[src/verilog/glay_pkg.sv]
package glay_pkg;

    // --------------------------------------------------
    // Scratch memory geometry
    // --------------------------------------------------
    localparam int MEM_DEPTH  = 256;
    localparam int MEM_ADDR_W = $clog2(MEM_DEPTH);

    // Arbiter peers, host first
    localparam int NUM_PEERS  = 3;
    localparam int PEER_IDX_W = $clog2(NUM_PEERS);
    localparam int PEER_HOST  = 0;
    localparam int PEER_READ  = 1;
    localparam int PEER_WRITE = 2;

    // --------------------------------------------------
    // Descriptor and control chain
    // --------------------------------------------------
    typedef struct packed {
        logic [31:0] buffer_0;   // Source base
        logic [31:0] buffer_1;   // Destination base
        logic [31:0] buffer_2;   // Word count
        logic [31:0] buffer_9;   // Bit 0 read swap, bit 1 write swap
    } kernel_descriptor_payload;

    typedef struct packed {
        logic                     valid;
        kernel_descriptor_payload payload;
    } kernel_descriptor;

    typedef struct packed {
        logic ap_start;
        logic setup;
        logic done;
    } control_chain_in;

    typedef struct packed {
        logic ap_ready;
        logic ap_done;
        logic ap_idle;
        logic start;
        logic endian_read;
        logic endian_write;
    } control_chain_out;

    // Quiet control outputs, idle raised
    localparam control_chain_out CONTROL_OUT_IDLE = '{
        ap_ready     : 1'b0,
        ap_done      : 1'b0,
        ap_idle      : 1'b1,
        start        : 1'b0,
        endian_read  : 1'b0,
        endian_write : 1'b0
    };

    // One request into the shared memory
    typedef struct packed {
        logic                  valid;
        logic                  write;
        logic [MEM_ADDR_W-1:0] addr;
        logic [31:0]           data;
    } mem_request;

    typedef enum logic [2:0] {
        RESET,
        IDLE,
        SETUP,
        READY,
        START,
        BUSY,
        DONE
    } control_sync_state;

    // Byte order reversal of one word
    function automatic logic [31:0] byte_swap(input logic [31:0] w);
        return {w[7:0], w[15:8], w[23:16], w[31:24]};
    endfunction

endpackage

[src/verilog/kernel_control.sv]
`timescale 1ns/1ps

module kernel_control import glay_pkg::*; (
    input  logic                     ap_clk,
    input  logic                     areset_control,
    input  control_chain_in          control_in,
    output control_chain_out         control_out,
    input  kernel_descriptor_payload descriptor_in,
    output kernel_descriptor         descriptor_out
);

    // Registered inputs
    logic ap_start_reg;
    logic setup_reg;
    logic done_reg;
    kernel_descriptor_payload descriptor_in_reg;

    control_sync_state current_state;
    control_sync_state next_state;

    // Decoded outputs and their two pipeline stages
    control_chain_out ctrl_dec;
    control_chain_out ctrl_s1;
    control_chain_out ctrl_s2;
    logic valid_dec;
    logic valid_s1;
    logic valid_s2;

    // --------------------------------------------------
    // Input registers
    // --------------------------------------------------
    always_ff @(posedge ap_clk) begin
        if (areset_control) begin
            ap_start_reg <= 1'b0;
            setup_reg    <= 1'b1;
            done_reg     <= 1'b0;
        end else begin
            ap_start_reg <= control_in.ap_start;
            setup_reg    <= control_in.setup;
            done_reg     <= control_in.done;
        end
    end

    // --------------------------------------------------
    // User managed sync FSM
    // --------------------------------------------------
    always_ff @(posedge ap_clk) begin
        if (areset_control) begin
            current_state <= RESET;
        end else begin
            current_state <= next_state;
        end
    end

    always_comb begin
        next_state = current_state;
        case (current_state)
            RESET: next_state = IDLE;
            IDLE:  next_state = SETUP;
            // Wait for the host
            SETUP: if (ap_start_reg) next_state = READY;
            // Wait for the read engine to be idle
            READY: if (setup_reg) next_state = START;
            START: next_state = BUSY;
            BUSY:  if (done_reg) next_state = DONE;
            // Restart on a fresh ap_start
            DONE:  if (ap_start_reg) next_state = READY;
            default: next_state = RESET;
        endcase
    end

    // Output decode
    always_comb begin
        ctrl_dec  = CONTROL_OUT_IDLE;
        valid_dec = 1'b0;
        case (current_state)
            SETUP: ctrl_dec.start = 1'b1;
            READY: begin
                ctrl_dec.ap_ready = 1'b1;
                ctrl_dec.ap_idle  = 1'b0;
                ctrl_dec.start    = 1'b1;
            end
            START, BUSY: begin
                ctrl_dec.ap_idle      = 1'b0;
                ctrl_dec.start        = 1'b1;
                ctrl_dec.endian_read  = descriptor_in_reg.buffer_9[0];
                ctrl_dec.endian_write = descriptor_in_reg.buffer_9[1];
                valid_dec             = 1'b1;
            end
            DONE: ctrl_dec.ap_done = 1'b1;
            default: ;
        endcase
    end

    // --------------------------------------------------
    // Output pipeline
    // --------------------------------------------------
    always_ff @(posedge ap_clk) begin
        // Payload two cycles behind the input
        descriptor_in_reg      <= descriptor_in;
        descriptor_out.payload <= descriptor_in_reg;
        if (areset_control) begin
            ctrl_s1              <= CONTROL_OUT_IDLE;
            ctrl_s2              <= CONTROL_OUT_IDLE;
            control_out          <= CONTROL_OUT_IDLE;
            valid_s1             <= 1'b0;
            valid_s2             <= 1'b0;
            descriptor_out.valid <= 1'b0;
        end else begin
            ctrl_s1              <= ctrl_dec;
            ctrl_s2              <= ctrl_s1;
            control_out          <= ctrl_s2;
            valid_s1             <= valid_dec;
            valid_s2             <= valid_s1;
            descriptor_out.valid <= valid_s2;
        end
    end

    // Handshake levels are exclusive at the host
    ready_done_excl: assert property (@(posedge ap_clk) disable iff (areset_control)
        !(control_out.ap_ready && control_out.ap_done))
        else $error("ap_ready and ap_done high together");

endmodule

[config.mk]
export PLATFORM = sky130hd
export DESIGN_NAME = kernel_control
export DESIGN_NICKNAME = d
export VERILOG_FILES = /design/src/verilog/glay_pkg.sv /design/src/verilog/kernel_control.sv
export SDC_FILE = /design/constraint.sdc
export NUM_CORES = 1
export LEC_CHECK = 0
export BUFFER_PORTS_ARGS = -buffer_cell sky130_fd_sc_hd__buf_2
export CORE_UTILIZATION = 48
export DETAILED_ROUTE_END_ITERATION = 10
export GPL_TIMING_DRIVEN = 0
export PLACE_DENSITY = 0.81
export SLEW_MARGIN = 15
export SYNTH_ARGS = -nofsm -noshare
export SYNTH_HDL_FRONTEND = slang
export SYNTH_SLANG_ARGS = --single-unit
[constraint.sdc]
create_clock -name ap_clk -period 3.6 [get_ports ap_clk]
set_clock_uncertainty 0.05 [all_clocks]
set_input_delay 0.36 -clock ap_clk [delete_from_list [all_inputs] [get_ports ap_clk]]
set_output_delay 0.36 -clock ap_clk [all_outputs]
set_load 0.005 [all_outputs]
### Word level (Yosys, flattened, before mapping)

Index checks and enable logic that the tools add are counted.

* $add $sub $neg: 0
* multiply operators: 0
* divide/modulo/power cells: 0
* order comparisons: 0
* equal/unequal tests: 9
* shift-type cells: 0
* multiplexer cells: 9
* bitwise logic cells: 1
* reduce and logical (&&, ||, !) cells: 7

Operators with widths (number)
* 3-bit case mux with 6 select lines: 1
* 3-bit equality test, second input constant: 3
* 3-bit 2-to-1 mux: 3
* 3-bit by 2-bit equality test with 1-bit output, second input constant: 2
* 2-bit OR reduction: 3
* 1-bit 2-to-1 mux: 5
* 2-bit != test, second input constant: 2
* 4-bit OR reduction: 1
* 3-bit by 1-bit equality test with 1-bit output, second input constant: 1
* 3-bit logical NOT: 1
* 3-bit AND reduction: 1
* 3-bit OR reduction: 1
* 2-bit by 1-bit != test with 1-bit output, second input constant: 1
* 1-bit inverter: 1

* bits in registers: 283
* latch bits: 0
* bits in writable memories: 0
* memory bits (read-only): 0
* input port bits: 133
* output and inout port bits: 135
* word-level logic and storage cells: 59
* memories kept: 0

### Depth between registers and ports, before layout

Gate-level depths: netlist (run 1).

* depth in word-level cells: 4
* mapped depth: 5
* depth with buffers taken out: 5

### Least setup slack after synthesis (run 1)

OpenSTA, ideal clock, no wires.

* kind: reg2reg
* from: register current_state[1]
* to: register current_state[0]
* setup time: 124 ps
* data arrival time: 1029 ps
* required time: 3426 ps
* path slack: 2397 ps
* stages on the path, launching flop included: 6
* buffers on the path: 0
* clock period less this slack: 1203 ps
* cells stage by stage: dfxtp_1 inv_2 ha_1 nor2b_2 o21ai_1 a211oi_2

* cells in the longest elaborated chain, start to end: 4
* elaborated cells between the ends (all ways): 13
* classes of those cells: eq/ne: 9; mux: 1; reduce/logical: 3

Ends and longest elaborated chain
* start, declared: RTL line kernel_control.sv:18 `control_sync_state current_state;`
* start signal, assigned: RTL line kernel_control.sv:51 `current_state <= next_state;`
* 3-bit equality test or 3-bit by 2-bit equality test with 1-bit output (tied branches): RTL line kernel_control.sv:57 `case (current_state)`
* 2-bit OR reduction (no source line)
* 2-bit by 1-bit != test with 1-bit output (no source line)
* 3-bit AND reduction (no source line)

Several ways; a longest one is shown, not always the timed one.
A chain may end at the register's enable or synchronous reset.

### Final worst setup path (run 1)

* from: register descriptor_out[25] in the netlist's numbering
* to: output descriptor_out[25] in the netlist's numbering

RTL lines
* start, declared: RTL line kernel_control.sv:9 `output kernel_descriptor descriptor_out`

No word-level cell between the ends.

==> metrics.md, run 1 <==
| Metric | Value |
|---|---|
| Worst Tran Pin Value | about 280 ps |
| Non-Filler Instances | 940 |
| Post-Syn Area per Cell | approximately 18 um2 |
| Met3 usage | 6.164% |
| Most Used Layer, Global Route | met2 |
| Top post-synthesis cells by area | dfxtp_1 95%, nor2b_1 1.9%, a211oi_2 0.42%, ha_1 0.42%, o21ai_1 0.33% |
| CTS tree | built |
| Final hold violation count | 0 |
| Post-CTS Setup Inserts | 0 |
| Core Util, Final | 79.58% |
| I/O pin count | 268 |
| Initial detailed-routing violation count | ~160 |
| Cell row count | 40 |
| Die area | approximately 0.013 mm2 |
| Initial antenna violation count | 0 |
| N_diodes | 0 |
| CTS H-tree lvls | 1 |
| WS Path Type | reg -> out |
| #FFs+latches synth | 283 |
| Endpoint class of the critical path | output pin |
| RSZ-0062 raised after global routing | false |
| Critical Path AT | around 990 ps |
| Clk sink count | 283 |
| CTS buffer count | 25 |
| All-layer global routing usage | 24.58% |
| First-pass GRT wire length | about 24000 um |
| Synth-to-layout area growth | 60.88% |
| Synth Cell Area | ~0.0060 mm2 |
| Dominant cell type by area after synthesis | dfxtp_1 |
| Worst setup margin | 2196 ps |
| Vias/cell | roughly 4.2 |
| Worst-path fanout max | 1 |
| Status | finished clean |
| Layout cells sized above 1 | 41.19% |
| Max stage delay on crit path | 350 ps |
| Peak VDD IR | about 0.40 mV |
| Die height | ~110 um |
| Final Setup Violations | 0 |
| Worst hold margin | roughly 48 ps |
| Met1 Track Usage GR | between 20 and 25% |
| Pre-CTS WS | 2281 ps |
| PortBufs | 267 |
| Max-cap check violation count | 0 |
| Nets | 890 |
| Worst-path cell chain | buf_2 |
| Req. time, crit path | 3190 ps |
| DP Cell Count | roughly 770 |
| Worst-Skew Late Latency | 500 ps |
| Worst min path class | in -> reg |
| Clk buf depth | 3 |
| GR Layer Usage met2 | between 50 and 60% |
| Hpwl dp | between 8000 and 9000 um |
| Total congestion overflow | 0 |
| Total wire length | roughly 16000 um |
| Largest net degree at the start of global routing | 17 |
| Headroom to the max-slew limit | 81.44% |
| Top cell family by delay on the critical path | flip-flops |
| Pwr dens | ~660 mW/mm2 |
| Library cells used by synthesis | 19 |
| Routability cong. | roughly 0.76 |
| Synth Instances | 332 |
| Max Fclk | slightly above 700 MHz |
| Post-route DRC | 0 |
| Number of fill cells | roughly 660 |
| DR vias | 3960 |
| Post-Syn Nets | approximately 470 |
| Chip width | ~110 um |
| Ys Warns | 0 |
| Drt pass-1 iters | 4 |
| Vias in the first global route | around 4500 |
| Sequential-to-total area share from yosys stat | a little over nine tenths |
| Slew Limit Fails | 0 |
| Synth top area share | 94.57% |
| Clock Tree Root | clkbuf_16 |
| Post-route setup TNS | 0 ps |
| Max reg flops | 129 |
| Setup crit start kind | flop |
| Core ar. | around 0.012 mm2 |
| Buf/Inv on CP | 1 |
| Post-layout min period | about 1400 ps |
| Initial core utilization | just under 50% |
| Post-route ant nets | 0 |
| Slowest stage cell, crit path | dfxtp_1 |
| Period utilization | slightly below 40% |
| Cell leakage power | approximately 4.5 nW |
| Worst-path clk slew | roughly 60 ps |
| Wire per inst | around 17 um |
==> through the flow <==
stage	power [mW]	cell area [um2]
after floorplan	3.542	5991
after global placement	3.701	7537
after detailed placement	3.727	7537
after CTS	6.376	9638
after global routing	6.624	9638
final	6.395	9638
==> cells by family after synthesis <==
group	synth area share, %
AO/OA/AOI/OAI	1.211
adder cells (fa/ha/maj)	0.4176
buffers and inverters	0.4804
flip-flops	94.57
AND/OR/NAND/NOR	3.321
==> metal layers <==
metal  vias up  wire (um)
li1       1882          -
met1      1857       5287
met2       191       9230
met3        30       1252
met4         0        354
met5         -          0
==> layout by cell type (no fill, tap or decap), types with 3 or more instances in the layout <==
| master | Yosys | routed |
|---|---|---|
| o21ai_1 | 4 | 4 |
| nor2b_1 | 18 | 18 |
| dlygate4sd3_1 | 0 | 129 |
| or2_1 | 3 | 3 |
| nand2_1 | 4 | 4 |
| clkbuf_8 | 0 | 4 |
| clkbuf_16 | 0 | 25 |
| dfxtp_1 | 283 | 283 |
| buf_2 | 2 | 269 |
| clkbuf_1 | 0 | 3 |
| clkinv_2 | 0 | 8 |
==> power by group <==
part	internal, mW	total (mW)	switching [mW]	leakage (nW)
registers	3.31	3.38	0.0669	2.38
clock network	1.50	2.59	1.09	0.409
logic	0.249	0.422	0.174	1.71
total	5.06	6.40	1.33	4.50
==> final timing paths <==
check	start	end	slack, ps	cells past startpoint
max	descriptor_out[25]	descriptor_out[25]	2200	1
min reg2reg	descriptor_in_reg[29]	descriptor_out[29]	270	0
min	control_in[0]	done_reg	50	2
max reg2reg	current_state[2]	current_state[0]	2250	5
==> cell usage after synthesis <==
library cell	instances
a21o_1	1
a221oi_2	1
nor2b_1	18
nand3_1	1
or2_1	3
nand2_1	4
inv_2	2
a211oi_2	2
nand4_1	1
dfxtp_1	283
nor4_2	1
o21ai_1	4
ha_1	2
a21oi_1	1
and2_1	2
nor2_1	2
nor2b_2	1
buf_2	2
buf_6	1
==> final cells by class <==
type	count	area, um2	area share (%)
inverters	2	7.507	0.07789
clock buffers	32	691.9	7.179
repair buffers	396	2628	27.26
well taps	168	210.2	2.181
clock inverters	12	117.6	1.220
multi-input cells	44	296.5	3.077
plain buffers	3	21.27	0.2207
flip-flops and latches	283	5665	58.78
==> repair_timing <==
action                    4_1_cts  5_1_grt
resized for setup               0        0
hold endpoints to repair      129        0
hold buffers                  129        0
No activity file was read; power rests on OpenSTA's default activity.
==> run 2: changes to the inputs <==
Settings changed: ABC_AREA set to 1, CORE_UTILIZATION 48 to 45, PLACE_DENSITY 0.81 to 0.77.
Clock period 3.6 ns to 1.3 ns, I/O delays scaled along.
==> metrics.md, run 2 <==
| Metric | Value |
|---|---|
| Main flop type after synthesis | dfxtp_1 |
| Chip width | 118.0 um |
| Post-route ant nets | 0 |
| Initial antenna violation count | 1 |
| Leading cell types in the layout, fill and taps excluded | 283 x dfxtp_1, 269 x buf_2, 133 x dlygate4sd3_1, 27 x clkbuf_16, 20 x nor2_1 |
| All-layer global routing usage | 20.32% |
| Status | finished clean |
| Worst-path fanout max | 5 |
| Dominant cell type by area after synthesis | dfxtp_1 |
| Synth-to-layout area growth | 62.25% |
| First-pass GRT wire length | 21960 um |
| Final hold violation count | 0 |
| Post-route DRC | 0 |
| Wire per inst | ~15 um |
| Met3 usage | roughly 4.7% |
| Total wire length | between 10000 and 15000 um |
| Synth Instances | approximately 360 |
| Worst min path class | in -> reg |
| Endpoint class of the critical path | flop |
| Asr flop ratio synth | 0% |
| Synth Cell Area | roughly 0.0061 mm2 |
| EDFF count, synth | 0 |
| Seq pwr share | 51.5% |
| Overall power | about 18 mW |
| Worst-path cell chain | dlygate4sd3_1 -> buf_2 -> or2_1 -> dlygate4sd3_1 |
| Cell leakage power | 4.630 nW |
| Routability cong. | 0.8429 |
| Req. time, crit path | approximately 1600 ps |
| #FFs+latches synth | approximately 280 |
| Clk buf depth | 3 |
| Top cell family by delay on the critical path | buffers and inverters |
| Drt pass-1 iters | 4 |
| Post-layout min period | roughly 1200 ps |
| Comb power frac | around 8.0% |
| Clk sink count | 283 |
| Max Fclk | between 800 and 900 MHz |
| DR vias | approximately 4000 |
| Worst path most repeated cell | dlygate4sd3_1 |
| Buf/Inv on CP | 3 |
| Vias in the first global route | ~4500 |
| Slowest stage cell, crit path | dlygate4sd3_1 |
| Sequential-to-total area share from yosys stat | around 94% |
| Layout cells sized above 1 | 40.42% |
| Max-cap check violation count | 0 |
| RSZ-0062 raised after global routing | false |
| Hpwl dp | 8051 um |
| Post-route setup TNS | 0 ps |
| Die area | 0.01392 mm2 |
| Int Pwr | roughly 14 mW |
| Post_cts resized | 0 |
| Worst-Skew Late Latency | ~500 ps |
| Met1 Track Usage GR | between 20% and 30% |
| Clock Tree Root | clkbuf_16 |
| CTS tree | built |
| Core ar. | about 0.013 mm2 |
| GR Layer Usage met2 | between 40% and 50% |
| NetSw | between 3 and 4 mW |
| Area after DPL | approximately 0.0076 mm2 |
| Setup crit start kind | input pin |
| Final Setup Violations | 0 |
| Commonest cells post-synth | 283 x dfxtp_1, 20 x nor2_1, 18 x inv_1 |
| Clock Power Share | between 40 and 50% |
| CTS buffer count | 26 |
| Initial detailed-routing violation count | 131 |
| Period utilization | between 90% and 100% |
| Synth top area share | a little over nine tenths |
| Most common cell after layout, fill and taps aside | dfxtp_1 |
| Most Used Layer, Global Route | met2 |
| Number of fill cells | between 800 and 900 |
| Post-Syn Nets | roughly 500 |
| Worst Tran Pin Value | 204.3 ps |
| Pre-CTS WS | approximately 36 ps |
| Worst-path clk slew | 60 ps |
| Post-Syn Area per Cell | approximately 17 um2 |
| Initial core utilization | between 40% and 50% |
| Cell row count | between 40 and 50 |
| Peak VDD IR | roughly 1.3 mV |
| Largest net degree at the start of global routing | 16 |
| Die height | approximately 120 um |
| Worst setup margin | ~55 ps |
| Critical Path AT | around 1600 ps |
| Total congestion overflow | 0 |
| Max stage delay on crit path | approximately 540 ps |
| CTS H-tree lvls | 1 |
| Headroom to the max-slew limit | a little under nine tenths |
| PortBufs | 267 |
| I/O pin count | 268 |
| Slew Limit Fails | 0 |
| Library cells used by synthesis | 24 |
| Most frequent cell after synthesis | dfxtp_1 |
| R2R Setup Slk | 90 ps |
| Fin area | 0.009819 mm2 |
| Nets | between 900 and 1000 |
| Ys Warns | 0 |
| Top post-synthesis cells by area | dfxtp_1 94%, nor2_1 1.2%, inv_1 1.1%, nand2_1 0.43%, ha_1 0.41% |
| Max reg flops | between 100 and 150 |
| Switching share of power | approximately a fifth |
| Pwr dens | around 1900 mW/mm2 |
| WS Path Type | in -> reg |
| Vias/cell | 4.085 |
-- run 2: cell types whose count changed after synthesis, sizes merged, moves of 2 or more --
cell	previous run	this run
a211oi	2	0
and2	2	0
and3	0	2
inv	2	22
nand2	4	9
nor2	2	23
nor2b	19	0
o21ai	4	1
-- run 2: repair_timing --
item	4_1_cts	5_1_grt
setup buffers	0	3
hold buffers	133	0
hold endpoints to repair	137	0
setup endpoints to repair	0	2
-- run 2: path summary, 6_finish.rpt --
check | start | end | depth (start not counted)
worst min register to register | descriptor_in_reg[85] | descriptor_out[85] | 0
worst max register to register | current_state[1] | current_state[1] | 7
worst max-delay path | areset_control | setup_reg | 4
worst min-delay path | descriptor_in[113] | descriptor_in_reg[113] | 2
-- run 2: cell type report --
| type | count | area, um2 | area share [%] |
|---|---|---|---|
| clock inverter | 6 | 67.56 | 0.6881 |
| inverter | 22 | 87.58 | 0.8919 |
| clock buffer | 38 | 787.0 | 8.015 |
| timing repair buffer | 403 | 2690 | 27.40 |
| antenna | 1 | 2.502 | 0.02548 |
| multi-input combinational | 49 | 277.8 | 2.829 |
| buffer | 3 | 21.27 | 0.2166 |
| tap | 176 | 220.2 | 2.243 |
| sequential | 283 | 5665 | 57.70 |
-- run 2: cells by family (layout without fill, tap and decap cells) --
| kind of cell | count (synthesis) | in the layout | synth area share, % |
|---|---|---|---|
| AO/OA/AOI/OAI | 5 | 5 | 0.5377 |
| adder cells (fa/ha/maj) | 2 | 2 | 0.4134 |
| buffers and inverters | 25 | 472 | 1.799 |
| flip-flops | 283 | 283 | 93.61 |
| other | 0 | 1 | 0 |
| AND/OR/NAND/NOR | 42 | 42 | 3.639 |
-- run 2: per-stage QoR --
stage | utilization, % | instances | hold WS (ps)
2_1_floorplan | - | 357 | 107.7
3_3_place_gp | 57.68 | 800 | 181.8
3_5_place_dp | 57.68 | 800 | 183.6
4_1_cts | 74.26 | 977 | 192.6
5_1_grt | 74.43 | 980 | 197.0
6_report | 74.45 | 981 | 204.7
-- run 2: routing by layer --
metal	vias up	wire length [um]
li1	1952	-
met1	1848	5252
met2	173	8000
met3	34	778
met4	0	354
met5	-	0
-- run 2: power groups by stage --
stage	logic [mW]	registers, mW	clock network [mW]
3_5_place_dp	1.04	9.57	0
2_1_floorplan	0.495	9.57	0
4_1_cts	1.37	9.39	7.46
3_3_place_gp	0.987	9.54	0
5_1_grt	1.57	9.44	7.93
6_report	1.47	9.40	7.39
==> run 3: changes to the inputs <==
Settings changed: ABC_AREA 1 to not set.
==> metrics.md, run 3 (synthesized netlist as in run 1, its figures left out) <==
| Metric | Value |
|---|---|
| I/O pin count | roughly 270 |
| Vias/cell | 4.179 |
| R2R Setup Slk | ~77 ps |
| All-layer global routing usage | 22.31% |
| Max reg flops | between 100 and 150 |
| Req. time, crit path | about 1700 ps |
| CTS tree | built |
| Vias in the first global route | roughly 4500 |
| CTS buffer count | 25 |
| Post-route DRC | 0 |
| Die height | approximately 120 um |
| Nets | between 800 and 900 |
| Period utilization | a little over nine tenths |
| Buf/Inv on CP | 1 |
| Hold_sp | descriptor_in[117] |
| Routability cong. | around 0.76 |
| Wire per inst | 16.25 um |
| Hpwl dp | ~8100 um |
| Most common cell after layout, fill and taps aside | dfxtp_1 |
| Cell row count | slightly above 40 |
| Headroom to the max-slew limit | 87.08% |
| Initial antenna violation count | 0 |
| Clk sink count | roughly 280 |
| Max-cap check violation count | 0 |
| Layout cells sized above 1 | slightly above 40% |
| Post-CTS Setup Inserts | 0 |
| Clk buf depth | 3 |
| GR Layer Usage met2 | 45.60% |
| Fin area | ~0.01 mm2 |
| Synth-to-layout area growth | 63.07% |
| Worst min path class | in -> reg |
| Pwr dens | 1865 mW/mm2 |
| Setup crit start kind | flop |
| Critical Path AT | 1590 ps |
| Clock Tree Root | clkbuf_16 |
| First-pass GRT wire length | about 23000 um |
| Most Used Layer, Global Route | met2 |
| Worst reg2reg startpoint | current_state[1] |
| Post-layout min period | between 1000 and 1500 ps |
| Chip width | about 120 um |
| Met3 usage | ~5.4% |
| Area after DPL | 0.007542 mm2 |
| Worst Tran Pin Value | approximately 190 ps |
| Worst-path fanout max | 7 |
| RR Endpoint | current_state[0] |
| Crit path from | current_state[1] |
| Worst-path clk slew | ~60 ps |
| Post-route ant nets | 0 |
| Core ar. | about 0.013 mm2 |
| Endpoint class of the critical path | flop |
| Slew Limit Fails | 0 |
| Drt pass-1 iters | 4 |
| CTS H-tree lvls | 1 |
| Cell leakage power | about 4.6 nW |
| Slowest stage cell, crit path | dfxtp_4 |
| Die area | between 0.01 and 0.015 mm2 |
| Initial detailed-routing violation count | about 140 |
| RSZ-0062 raised after global routing | false |
| Largest net degree at the start of global routing | 16 |
| WS Path Type | reg -> reg |
| Final hold violation count | 0 |
| Worst R2R Path Depth | 5 |
| Number of fill cells | around 770 |
| Initial core utilization | a little under half |
| Final Setup Violations | 0 |
| Worst-path cell chain | inv_2 -> ha_1 -> nor2b_2 -> o21ai_2 -> a211oi_2 |
| Post-route setup TNS | 0 ps |
| DR vias | slightly below 4000 |
| Total congestion overflow | 0 |
| Peak VDD IR | 1.079 mV |
| Max stage delay on crit path | between 300 and 400 ps |
| Worst-Skew Late Latency | about 500 ps |
| Met1 Track Usage GR | approximately 20% |
| PortBufs | approximately 270 |
| Max Fclk | about 800 MHz |
| Status | finished clean |
| Leading cell types in the layout, fill and taps excluded | 281 x dfxtp_1, 269 x buf_2, 134 x dlygate4sd3_1, 25 x clkbuf_16, 18 x nor2b_1 |
| Worst setup path endpoint | current_state[0] |
| Total wire length | 15440 um |
| N_diodes | 0 |
| WP depth | 5 |
| Top cell family by delay on the critical path | flip-flops |
## run 3: worst min path at each step
stage,endpoint,cells past startpoint,slack [ps]
final,descriptor_in_reg[117],2,210
after global routing,descriptor_in_reg[69],2,210
after CTS,descriptor_in_reg[76],2,190
after detailed placement,descriptor_in_reg[99],1,180
after global placement,descriptor_in_reg[76],1,180
after floorplan,descriptor_in_reg[0],0,110
## run 3: cell type report
cell class / instances / area, um2 / area share, %
Sequential cell: 283 / 5670 / 58.04
Timing Repair Buffer: 401 / 2678 / 27.41
Clock buffer: 35 / 723.2 / 7.403
Multi-Input combinational cell: 44 / 300.3 / 3.074
Tap cell: 172 / 215.2 / 2.203
Clock inverter: 10 / 153.9 / 1.575
Buffer: 3 / 21.27 / 0.2177
Inverter: 2 / 7.507 / 0.07684
## run 3: timing repair
action                     CTS  global route
resized for setup            2             2
setup endpoints to repair    1             1
hold buffers               134             0
hold endpoints to repair   136             0
## run 3: worst reg2reg max path, cell delays in order (launching register included)
cell      delay [ps]
dfxtp_4          370
inv_2            140
ha_1             190
nor2b_2          150
o21ai_2           60
a211oi_2         190
## run 3: through the flow
step	total power [mW]	instances	worst slack (ps)	util, %	hold WS, ps
4_1_cts	18.23	950	30.67	76.13	191.1
3_5_place_dp	10.32	771	-50.87	58.81	183.6
6_report	18.22	950	77.16	76.18	205.3
5_1_grt	18.83	950	12.13	76.18	209.7
3_3_place_gp	10.25	771	27.81	58.81	183.1
2_1_floorplan	9.809	332	97.21	-	107.7
## run 3: where the power goes
part	switching [mW]	total, mW	internal, mW
clock	3.01	7.69	4.67
sequential	0.180	9.36	9.18
combinational	0.463	1.16	0.702
## run 3: metal layers
layer	vias up	part of all wire (%)
met1	1844	32
met5	-	0
met4	0	3.8
met3	49	5.7
met2	184	58
li1	1893	-
